**config.mk**
```make
export PLATFORM = sky130hd
export DESIGN_NAME = bmd_ep_top
export DESIGN_NICKNAME = d
export VERILOG_FILES = /design/src/bmd_pkg.sv /design/src/bmd_ep_top.sv /design/src/bmd_intr_ctrl.sv /design/src/bmd_rq_tx.sv /design/src/bmd_cc_tx.sv /design/src/bmd_mem_access.sv /design/src/bmd_cq_rx.sv
export VERILOG_INCLUDE_DIRS = /design/src
export SDC_FILE = /design/constraint.sdc
export NUM_CORES = 1
export LEC_CHECK = 0
export ABC_AREA = 1
export BUFFER_PORTS_ARGS = -buffer_cell sky130_fd_sc_hd__clkbuf_2
export CAP_MARGIN = 20
export CORE_MARGIN = 1.5
export CORE_UTILIZATION = 26
export DETAILED_ROUTE_END_ITERATION = 7
export PLACE_DENSITY = 0.43
export SETUP_SLACK_MARGIN = 0.1
export SLEW_MARGIN = 20
export SYNTH_ARGS = -nofsm -noshare
export SYNTH_HDL_FRONTEND = slang
export SYNTH_HIERARCHICAL = 1
export SYNTH_SLANG_ARGS = --single-unit
```
**constraint.sdc**
```tcl
create_clock -name user_clk_i -period 10.3 [get_ports user_clk_i]
set_input_delay 1.03 -clock user_clk_i [delete_from_list [all_inputs] [get_ports user_clk_i]]
set_output_delay 1.03 -clock user_clk_i [all_outputs]
set_load 0.05 [all_outputs]
```
**src/bmd_params.svh**
```systemverilog
`ifndef BMD_PARAMS_SVH
`define BMD_PARAMS_SVH

// Stream and request geometry
`define BMD_DATA_W          64
`define BMD_ADDR_W          11     // Dword address of a request
`define BMD_REG_IDX_W       3      // Eight registers

// Register map, dword index
`define BMD_REG_CTRL        3'd0
`define BMD_REG_STATUS      3'd1
`define BMD_REG_WR_ADDR     3'd2
`define BMD_REG_WR_LEN      3'd3
`define BMD_REG_WR_COUNT    3'd4
`define BMD_REG_WR_DATA     3'd5
`define BMD_REG_SCRATCH     3'd6
`define BMD_REG_ID          3'd7

`define BMD_ID_VALUE        32'hB3D0_0A01

// Request types and completion status
`define BMD_REQ_MRD         4'd0
`define BMD_REQ_MWR         4'd1
`define BMD_CPL_SC          3'd0
`define BMD_CPL_UR          3'd1

`endif
```
**src/bmd_pkg.sv**
```systemverilog
`default_nettype none
`include "bmd_params.svh"

package bmd_pkg;

   // CQ request descriptor, first beat of a request
   typedef struct packed {
      logic [10:0]             rsvd;
      logic [2:0]              tc;
      logic [7:0]              tag;
      logic [15:0]             req_id;
      logic [10:0]             dw_count;
      logic [`BMD_ADDR_W-1:0]  dw_addr;
      logic [3:0]              req_type;
   } bmd_cq_desc_t;

   // Same CQ word seen as descriptor or as payload
   typedef union packed {
      bmd_cq_desc_t            desc;
      logic [`BMD_DATA_W-1:0]  raw;
   } bmd_cq_beat_u;

   typedef struct packed {
      logic [`BMD_DATA_W-1:0]  data;
      logic                    last;
   } bmd_axis_beat_t;

   // Completion request, CQ receiver to CC transmitter
   typedef struct packed {
      logic                    with_data;
      logic [2:0]              status;
      logic [15:0]             req_id;
      logic [7:0]              tag;
      logic [2:0]              tc;
      logic [`BMD_ADDR_W-1:0]  dw_addr;
   } bmd_compl_req_t;

   typedef struct packed {
      logic [13:0]             rsvd;
      logic [2:0]              status;
      logic [12:0]             byte_count;
      logic [15:0]             req_id;
      logic [7:0]              tag;
      logic [2:0]              tc;
      logic [6:0]              lower_addr;
   } bmd_cc_desc_t;

   typedef struct packed {
      logic [8:0]              rsvd;
      logic [7:0]              tag;
      logic [10:0]             dw_count;
      logic [31:0]             byte_addr;
      logic [3:0]              req_type;
   } bmd_rq_desc_t;

   // DMA write settings from the register file
   typedef struct packed {
      logic [31:0]             wr_addr;
      logic [15:0]             wr_len;     // Beats per TLP
      logic [15:0]             tlp_count;
      logic [31:0]             pattern;
   } bmd_dma_cfg_t;

   // Whole register map
   typedef logic [(1 << `BMD_REG_IDX_W)-1:0][31:0] bmd_regfile_t;

endpackage

`default_nettype wire

```
**src/bmd_ep_top.sv**
```systemverilog
`default_nettype none
`timescale 1ns/10ps
`include "bmd_params.svh"

module bmd_ep_top (
   input  wire logic                     user_clk_i,
   input  wire logic                     arst_n_i,
   // Completer request
   input  wire bmd_pkg::bmd_axis_beat_t  cq_beat_i,
   input  wire logic                     cq_tvalid_i,
   output logic                          cq_tready_o,
   // Completer completion
   output bmd_pkg::bmd_axis_beat_t       cc_beat_o,
   output logic                          cc_tvalid_o,
   input  wire logic                     cc_tready_i,
   // Requester request
   output bmd_pkg::bmd_axis_beat_t       rq_beat_o,
   output logic                          rq_tvalid_o,
   input  wire logic                     rq_tready_i,
   // Legacy interrupt
   input  wire logic                     cfg_interrupt_sent_i,
   output logic                          intx_o,
   output logic                          interrupt_done_o
);
   import bmd_pkg::*;

   bmd_compl_req_t                 compl;
   bmd_dma_cfg_t                   dma_cfg;
   logic                           compl_req;
   logic                           compl_done;
   logic                           wr_en;
   logic [`BMD_REG_IDX_W-1:0]      wr_idx;
   logic [31:0]                    wr_data;
   logic [`BMD_REG_IDX_W-1:0]      rd_idx;
   logic [31:0]                    rd_data;
   logic                           dma_start;
   logic                           dma_done;
   logic                           int_dis;

   bmd_cq_rx u_cq_rx (
      .user_clk_i    ( user_clk_i ),
      .arst_n_i      ( arst_n_i ),
      .cq_beat_i     ( cq_beat_i ),
      .cq_tvalid_i   ( cq_tvalid_i ),
      .cq_tready_o   ( cq_tready_o ),
      .compl_req_o   ( compl_req ),
      .compl_o       ( compl ),
      .compl_done_i  ( compl_done ),
      .wr_en_o       ( wr_en ),
      .reg_idx_o     ( wr_idx ),
      .wr_data_o     ( wr_data )
   );

   bmd_mem_access u_mem_access (
      .user_clk_i    ( user_clk_i ),
      .arst_n_i      ( arst_n_i ),
      .wr_en_i       ( wr_en ),
      .wr_idx_i      ( wr_idx ),
      .wr_data_i     ( wr_data ),
      .rd_idx_i      ( rd_idx ),
      .rd_data_o     ( rd_data ),
      .dma_start_o   ( dma_start ),
      .dma_cfg_o     ( dma_cfg ),
      .dma_done_i    ( dma_done ),
      .int_dis_o     ( int_dis )
   );

   bmd_cc_tx u_cc_tx (
      .user_clk_i    ( user_clk_i ),
      .arst_n_i      ( arst_n_i ),
      .compl_req_i   ( compl_req ),
      .compl_i       ( compl ),
      .compl_done_o  ( compl_done ),
      .rd_idx_o      ( rd_idx ),
      .rd_data_i     ( rd_data ),
      .cc_beat_o     ( cc_beat_o ),
      .cc_tvalid_o   ( cc_tvalid_o ),
      .cc_tready_i   ( cc_tready_i )
   );

   bmd_rq_tx u_rq_tx (
      .user_clk_i    ( user_clk_i ),
      .arst_n_i      ( arst_n_i ),
      .dma_start_i   ( dma_start ),
      .dma_cfg_i     ( dma_cfg ),
      .dma_done_o    ( dma_done ),
      .rq_beat_o     ( rq_beat_o ),
      .rq_tvalid_o   ( rq_tvalid_o ),
      .rq_tready_i   ( rq_tready_i )
   );

   bmd_intr_ctrl u_intr_ctrl (
      .user_clk_i           ( user_clk_i ),
      .arst_n_i             ( arst_n_i ),
      .dma_done_i           ( dma_done ),
      .int_dis_i            ( int_dis ),
      .cfg_interrupt_sent_i ( cfg_interrupt_sent_i ),
      .intx_o               ( intx_o ),
      .interrupt_done_o     ( interrupt_done_o )
   );

endmodule

`default_nettype wire

```
**src/bmd_intr_ctrl.sv**
```systemverilog
`default_nettype none
`timescale 1ns/10ps

module bmd_intr_ctrl (
   input  wire logic   user_clk_i,
   input  wire logic   arst_n_i,
   input  wire logic   dma_done_i,
   input  wire logic   int_dis_i,
   input  wire logic   cfg_interrupt_sent_i,
   output logic        intx_o,
   output logic        interrupt_done_o
);

   typedef enum logic [1:0] {S_IDLE, S_ASSERT, S_DEASSERT, S_DONE} state_t;

   state_t   state;

   assign intx_o           = (state == S_ASSERT);   // INTA level
   assign interrupt_done_o = (state == S_DONE);

   // Assert, wait for sent, deassert, wait for sent again
   always_ff @(posedge user_clk_i or negedge arst_n_i) begin
      if (!arst_n_i) begin
         state <= S_IDLE;
      end else begin
         case (state)
            S_IDLE:     if (dma_done_i && !int_dis_i) state <= S_ASSERT;
            S_ASSERT:   if (cfg_interrupt_sent_i) state <= S_DEASSERT;
            S_DEASSERT: if (cfg_interrupt_sent_i) state <= S_DONE;
            default:    state <= S_IDLE;
         endcase
      end
   end

endmodule

`default_nettype wire

```
**src/bmd_rq_tx.sv**
```systemverilog
`default_nettype none
`timescale 1ns/10ps
`include "bmd_params.svh"

module bmd_rq_tx (
   input  wire logic                     user_clk_i,
   input  wire logic                     arst_n_i,
   input  wire logic                     dma_start_i,
   input  wire bmd_pkg::bmd_dma_cfg_t    dma_cfg_i,
   output logic                          dma_done_o,
   output bmd_pkg::bmd_axis_beat_t       rq_beat_o,
   output logic                          rq_tvalid_o,
   input  wire logic                     rq_tready_i
);
   import bmd_pkg::*;

   typedef enum logic [1:0] {S_IDLE, S_DESC, S_DATA} state_t;

   state_t         state;
   bmd_dma_cfg_t   cfg_q;        // Settings frozen for the whole transfer
   bmd_rq_desc_t   rq_desc;
   logic [31:0]    cur_addr;
   logic [15:0]    tlp_cnt;
   logic [15:0]    beat_cnt;
   logic           take;
   logic           last_beat;
   logic           last_tlp;

   assign rq_tvalid_o = (state != S_IDLE);
   assign take        = rq_tvalid_o & rq_tready_i;
   assign last_beat   = (beat_cnt == cfg_q.wr_len - 16'd1);
   assign last_tlp    = (tlp_cnt == cfg_q.tlp_count - 16'd1);
   assign dma_done_o  = take & (state == S_DATA) & last_beat & last_tlp;

   always_comb begin
      rq_desc           = '0;
      rq_desc.req_type  = `BMD_REQ_MWR;
      rq_desc.byte_addr = cur_addr;
      rq_desc.dw_count  = {cfg_q.wr_len[9:0], 1'b0};   // Two dwords per beat
      rq_desc.tag       = tlp_cnt[7:0];
      rq_beat_o.data    = (state == S_DATA) ? {2{cfg_q.pattern}} : rq_desc;
      rq_beat_o.last    = (state == S_DATA) & last_beat;
   end

   ////////////////////////////////////////////////////////////////////////
   // TLP and beat sequencing
   ////////////////////////////////////////////////////////////////////////
   always_ff @(posedge user_clk_i or negedge arst_n_i) begin
      if (!arst_n_i) begin
         state    <= S_IDLE;
         tlp_cnt  <= '0;
         beat_cnt <= '0;
      end else begin
         case (state)
            S_IDLE: begin
               if (dma_start_i) begin         // Start while busy never lands here
                  state   <= S_DESC;
                  tlp_cnt <= '0;
               end
            end
            S_DESC: begin
               if (take) begin
                  state    <= S_DATA;
                  beat_cnt <= '0;
               end
            end
            S_DATA: begin
               if (take) begin
                  beat_cnt <= beat_cnt + 16'd1;
                  if (last_beat) begin
                     tlp_cnt <= tlp_cnt + 16'd1;
                     state   <= last_tlp ? S_IDLE : S_DESC;
                  end
               end
            end
            default: state <= S_IDLE;
         endcase
      end
   end

   always_ff @(posedge user_clk_i) begin
      if (state == S_IDLE && dma_start_i) begin
         cfg_q    <= dma_cfg_i;
         cur_addr <= dma_cfg_i.wr_addr;
      end else if (state == S_DATA && take && last_beat) begin
         cur_addr <= cur_addr + {13'd0, cfg_q.wr_len, 3'b000};   // Next TLP base
      end
   end

endmodule

`default_nettype wire

```
**src/bmd_cc_tx.sv**
```systemverilog
`default_nettype none
`timescale 1ns/10ps
`include "bmd_params.svh"

module bmd_cc_tx (
   input  wire logic                     user_clk_i,
   input  wire logic                     arst_n_i,
   input  wire logic                     compl_req_i,
   input  wire bmd_pkg::bmd_compl_req_t  compl_i,
   output logic                          compl_done_o,
   output logic [`BMD_REG_IDX_W-1:0]     rd_idx_o,
   input  wire logic [31:0]              rd_data_i,
   output bmd_pkg::bmd_axis_beat_t       cc_beat_o,
   output logic                          cc_tvalid_o,
   input  wire logic                     cc_tready_i
);
   import bmd_pkg::*;

   typedef enum logic [1:0] {S_IDLE, S_DESC, S_DATA} state_t;

   state_t         state;
   bmd_cc_desc_t   cc_desc;
   logic           take;

   assign rd_idx_o     = compl_i.dw_addr[`BMD_REG_IDX_W-1:0];
   assign cc_tvalid_o  = (state != S_IDLE);
   assign take         = cc_tvalid_o & cc_tready_i;
   assign compl_done_o = take & cc_beat_o.last;

   always_comb begin
      cc_desc            = '0;
      cc_desc.status     = compl_i.status;
      cc_desc.byte_count = compl_i.with_data ? 13'd4 : 13'd0;   // Nothing returned on UR
      cc_desc.req_id     = compl_i.req_id;
      cc_desc.tag        = compl_i.tag;
      cc_desc.tc         = compl_i.tc;
      cc_desc.lower_addr = {compl_i.dw_addr[4:0], 2'b00};
   end

   always_ff @(posedge user_clk_i or negedge arst_n_i) begin
      if (!arst_n_i) begin
         state <= S_IDLE;
      end else begin
         case (state)
            S_IDLE: if (compl_req_i) state <= S_DESC;
            S_DESC: if (take) state <= compl_i.with_data ? S_DATA : S_IDLE;
            S_DATA: if (take) state <= S_IDLE;
            default: state <= S_IDLE;
         endcase
      end
   end

   // Beat register, loaded only when the previous beat is gone
   always_ff @(posedge user_clk_i) begin
      if (state == S_IDLE && compl_req_i) begin
         cc_beat_o.data <= cc_desc;
         cc_beat_o.last <= ~compl_i.with_data;
      end else if (state == S_DESC && take) begin
         cc_beat_o.data <= {32'h0, rd_data_i};   // Register value in low dword
         cc_beat_o.last <= 1'b1;
      end
   end

endmodule

`default_nettype wire

```
**src/bmd_mem_access.sv**
```systemverilog
`default_nettype none
`timescale 1ns/10ps
`include "bmd_params.svh"

module bmd_mem_access (
   input  wire logic                     user_clk_i,
   input  wire logic                     arst_n_i,
   input  wire logic                     wr_en_i,
   input  wire logic [`BMD_REG_IDX_W-1:0] wr_idx_i,
   input  wire logic [31:0]              wr_data_i,
   input  wire logic [`BMD_REG_IDX_W-1:0] rd_idx_i,
   output logic [31:0]                   rd_data_o,
   output logic                          dma_start_o,
   output bmd_pkg::bmd_dma_cfg_t         dma_cfg_o,
   input  wire logic                     dma_done_i,
   output logic                          int_dis_o
);
   import bmd_pkg::*;

   bmd_regfile_t   regs;

   assign rd_data_o = regs[rd_idx_i];

   assign dma_cfg_o.wr_addr   = regs[`BMD_REG_WR_ADDR];
   assign dma_cfg_o.wr_len    = regs[`BMD_REG_WR_LEN][15:0];
   assign dma_cfg_o.tlp_count = regs[`BMD_REG_WR_COUNT][15:0];
   assign dma_cfg_o.pattern   = regs[`BMD_REG_WR_DATA];
   assign int_dis_o           = regs[`BMD_REG_CTRL][2];

   ////////////////////////////////////////////////////////////////////////
   // Register map writes
   ////////////////////////////////////////////////////////////////////////
   always_ff @(posedge user_clk_i or negedge arst_n_i) begin
      if (!arst_n_i) begin
         regs                <= '0;
         regs[`BMD_REG_ID]   <= `BMD_ID_VALUE;
         dma_start_o         <= 1'b0;
      end else begin
         dma_start_o <= 1'b0;
         if (dma_done_i)
            regs[`BMD_REG_STATUS][0] <= 1'b1;
         if (wr_en_i) begin
            case (wr_idx_i)
               `BMD_REG_CTRL: begin
                  regs[`BMD_REG_CTRL] <= {wr_data_i[31:2], 2'b00};  // Bits 1:0 self-clear
                  if (wr_data_i[0]) begin                           // Soft init of DMA regs
                     regs[`BMD_REG_STATUS]   <= '0;
                     regs[`BMD_REG_WR_ADDR]  <= '0;
                     regs[`BMD_REG_WR_LEN]   <= '0;
                     regs[`BMD_REG_WR_COUNT] <= '0;
                     regs[`BMD_REG_WR_DATA]  <= '0;
                  end else if (wr_data_i[1]) begin
                     dma_start_o              <= 1'b1;
                     regs[`BMD_REG_STATUS][0] <= 1'b0;
                  end
               end
               `BMD_REG_STATUS, `BMD_REG_ID: ;   // Read-only
               default: regs[wr_idx_i] <= wr_data_i;
            endcase
         end
      end
   end

endmodule

`default_nettype wire

```
**src/bmd_cq_rx.sv**
```systemverilog
`default_nettype none
`timescale 1ns/10ps
`include "bmd_params.svh"

module bmd_cq_rx (
   input  wire logic                     user_clk_i,
   input  wire logic                     arst_n_i,
   input  wire bmd_pkg::bmd_axis_beat_t  cq_beat_i,
   input  wire logic                     cq_tvalid_i,
   output logic                          cq_tready_o,
   output logic                          compl_req_o,
   output bmd_pkg::bmd_compl_req_t       compl_o,
   input  wire logic                     compl_done_i,
   output logic                          wr_en_o,
   output logic [`BMD_REG_IDX_W-1:0]     reg_idx_o,
   output logic [31:0]                   wr_data_o
);
   import bmd_pkg::*;

   typedef enum logic {S_DESC, S_DATA} state_t;

   state_t         state;
   bmd_cq_beat_u   cq_u;
   bmd_cq_desc_t   desc;
   logic           rx_en;      // Opens tready once out of reset
   logic           is_wr;
   logic           beat_ok;
   logic           is_mrd;

   assign cq_u    = cq_beat_i.data;
   assign desc    = cq_u.desc;
   assign is_mrd  = (desc.req_type == `BMD_REQ_MRD);

   // No new request while a completion is outstanding
   assign cq_tready_o = rx_en & ~compl_req_o;
   assign beat_ok     = cq_tvalid_i & cq_tready_o;

   always_ff @(posedge user_clk_i or negedge arst_n_i) begin
      if (!arst_n_i) begin
         state       <= S_DESC;
         rx_en       <= 1'b0;
         is_wr       <= 1'b0;
         compl_req_o <= 1'b0;
         wr_en_o     <= 1'b0;
      end else begin
         rx_en   <= 1'b1;
         wr_en_o <= 1'b0;
         if (compl_done_i)
            compl_req_o <= 1'b0;
         if (beat_ok) begin
            case (state)
               S_DESC: begin
                  is_wr <= (desc.req_type == `BMD_REQ_MWR);
                  if (desc.req_type != `BMD_REQ_MWR)
                     compl_req_o <= 1'b1;          // Reads and UR, writes are posted
                  if (!cq_beat_i.last)
                     state <= S_DATA;
               end
               S_DATA: begin
                  wr_en_o <= is_wr;                  // First payload dword only
                  is_wr   <= 1'b0;
                  if (cq_beat_i.last)
                     state <= S_DESC;
               end
               default: state <= S_DESC;
            endcase
         end
      end
   end

   // Latched request fields
   always_ff @(posedge user_clk_i) begin
      if (beat_ok && state == S_DESC) begin
         compl_o.with_data <= is_mrd;
         compl_o.status    <= is_mrd ? `BMD_CPL_SC : `BMD_CPL_UR;
         compl_o.req_id    <= desc.req_id;
         compl_o.tag       <= desc.tag;
         compl_o.tc        <= desc.tc;
         compl_o.dw_addr   <= desc.dw_addr;
         reg_idx_o         <= desc.dw_addr[`BMD_REG_IDX_W-1:0];
      end
      if (beat_ok && state == S_DATA)
         wr_data_o <= cq_u.raw[31:0];
   end

endmodule

`default_nettype wire

```
==> out/qor.yml <==
logic_synthesis:
  synth_area_um2: 25780
  yosys_warnings: 6
  syn_area_per_cell_um2: 8.251
  synthesis.instances: 3125
setup_path:
  worst_ep_arrival_time_ns: 2.99
  crit_type: "reg -> out"
  worstSetupStartpoint: "u_rq_tx/cfg_q[49]$_DFFE_PP_"
  critPathMaxFanout: 5
  critPathRequiredTime_ns: 9.27
  reg2reg_from: "u_cq_rx/compl_o[0]$_DFFE_PP_"
  endpoint_kind: "output pin"
  critPathLaunchType: "flop"
placement:
  place_congestion: 0.8951
  hpwl_um: 60900
  port_buffers: 168
  post-place-ws_ns: 6.689
global_route:
  track_usage: 0.1761
  grt_max_degree: 174
  gr-total-overflow: 0
  grt_pass1_wl_um: 134100
  grt_pass1_vias: 19686
  antenna_found_initial: 2
outcome:
  outcome: "finished clean"
timing:
  setup_slack_ns: 6.282
  rsz0062_at_grt: "false"
  setup_viol: 0
  setup-tns-final_ns: 0
  skew_ns: 0.04207
  maxSlewViolCount: 0
  worst_pin_slew_ns: 1.127
  hold_viol: 0
  clock.fmax_mhz: 248.9
  min_period_over_period: 0.3901
  relSlewSlack: 0.2462
  min_period_ns: 4.018
route:
  antenna_left: 0
  drt_iter0_markers: 1583
  drt_wl_total_um: 90580
  vias: 20507
  post-route-drc-count: 0
  wl_per_cell_um: 20.42
  drt_first_pass_iters: 5
  viasPerCell: 4.624
clocking:
  clock_sinks: 501
  ctsRootBufferMaster: "clkbuf_16"
  cts.repair.resized: 0
  cts_made_buffers: 58
  cts_buffer_depth: 3
  cts_tree: "yes"
  hold_buffers: 0
  clk_pin_slew_ns: 0.06
  postCtsSetupRepairBufs: 0
  cts_max_level: 2
  clk_latency_ns: 0.66
floorplan:
  die_w_um: 317.9
  io_pins: 206
  die_h_um: 317.9
  fp.dieArea_um2: 101100
  core_area_um2: 98280
  core.rowCount: 115
  initial_utilization: 0.2624
min_path:
  hold_path.class: "reg -> reg"
  min_from: "u_mem_access/regs[233]$_DFFE_PN1P_"
power:
  power.density_nw_per_um2: 197.4
  p_sw_frac: 0.3492
  p_leak_uw: 0.01373
  ir_worst_vdd_uv: 173.6
  p_clk_frac: 0.373
  pwr-share-comb: 0.215
  seqPwrFrac: 0.412
  total_switching_power_uw: 1983
  p_int_uw: 3696
flow_run:
  maxCapViolations: 0
finish:
  num-nets-final: 3194
  drive_gt1_frac: 0.1201
  syn_to_final_growth_pct: 11.56
[placed cells by master, fill, tap and decap left out, types with 9 or more instances in the layout]
cell type	count
clkbuf_16	59
dfrtp_1	289
edfxtp_1	199
o21ai_1	41
conb_1	29
buf_4	25
nand3b_1	9
o21ai_0	287
clkinv_2	14
nand3_1	252
nor2_1	401
inv_1	199
clkbuf_2	167
nand2_1	845
nor3_1	22
or2_2	10
nand2_2	29
xor2_1	34
dfstp_2	11
a21oi_1	33
xnor2_1	18
inv_2	9
ha_1	25
clkbuf_1	12
nand4_1	26
[per-layer routing]
layer	GRT usage	up-vias	wire, um
li1	-	9897	-
met3	0.02439	91	4874
met5	0	-	0
met1	0.2572	9976	44030
met2	0.2754	543	40160
met4	0.03771	0	1510
[state kept, by name (all words and copies together) (netlist names), 2 cells and up]
name	count
u_mem_access/dma_cfg_o	96
u_cq_rx/wr_data_o	32
u_rq_tx/state	2
u_mem_access/regs	159
u_rq_tx/beat_cnt	16
u_cc_tx/state	2
u_rq_tx/cur_addr	32
u_cc_tx/cc_beat_o	39
u_rq_tx/cfg_q	64
u_rq_tx/tlp_cnt	16
u_intr_ctrl/state	2
u_cq_rx/compl_o	34
[worst max-delay path: stages, from the launching register on]
cell      delay, ns
edfxtp_1       0.44
inv_1          0.18
ha_1           0.28
inv_1          0.06
nand2_1        0.06
nand2_1        0.09
xor2_1         0.17
nor3b_2        0.20
nand2_1        0.08
nor2_1         0.11
nand3b_1       0.12
nor3_1         0.22
clkbuf_2       0.35
[power by group through the flow]
stage	Clock [uW]	Combinational, uW	Sequential (uW)
3_5_place_dp	0	1240	2370
5_1_grt	2250	1310	2350
2_1_floorplan	0	612	2630
4_1_cts	2180	1240	2340
6_report	2120	1220	2340
3_3_place_gp	0	1240	2380
[worst paths after layout]
check	endpoint	slack [ns]	cells after the start
worst max-delay path	rq_beat_o[0]	6.28	12
worst min-delay path	u_mem_access/regs[233]$_DFFE_PN1P_	0.37	0
worst max register to register	u_mem_access/dma_cfg_o[15]$_DFFE_PN0P_	6.66	9
worst min register to register	u_mem_access/regs[233]$_DFFE_PN1P_	0.37	0
max in group asynchronous	u_mem_access/regs[3]$_DFFE_PN0P_	8.37	2
min in group asynchronous	u_rq_tx/tlp_cnt[10]$_DFFE_PN0P_	0.42	1
[area by class of cell]
cell class | instances | area (um^2)
tap | 1287 | 1610
inverter | 211 | 798.3
clock buffer | 76 | 1590
antenna | 1 | 2.502
timing repair buffer | 195 | 1070
sequential | 501 | 13540
multi-input combinational | 2130 | 9803
fill | 10573 | 69510
clock inverter | 34 | 354.1
[per-stage QoR]
stage,total power [uW],util,hold slack [ns],instances,instance area (um^2)
after floorplan,3242,-,0.4288,3151,25880
final,5680,0.2927,0.3656,4435,28770
after CTS,5761,0.2926,0.3674,4433,28750
after global routing,5917,0.2927,0.3695,4434,28760
after detailed placement,3617,0.2728,0.3580,4323,26810
after global placement,3621,0.2728,0.3578,4323,26810
(Power assumes the default switching activity.)
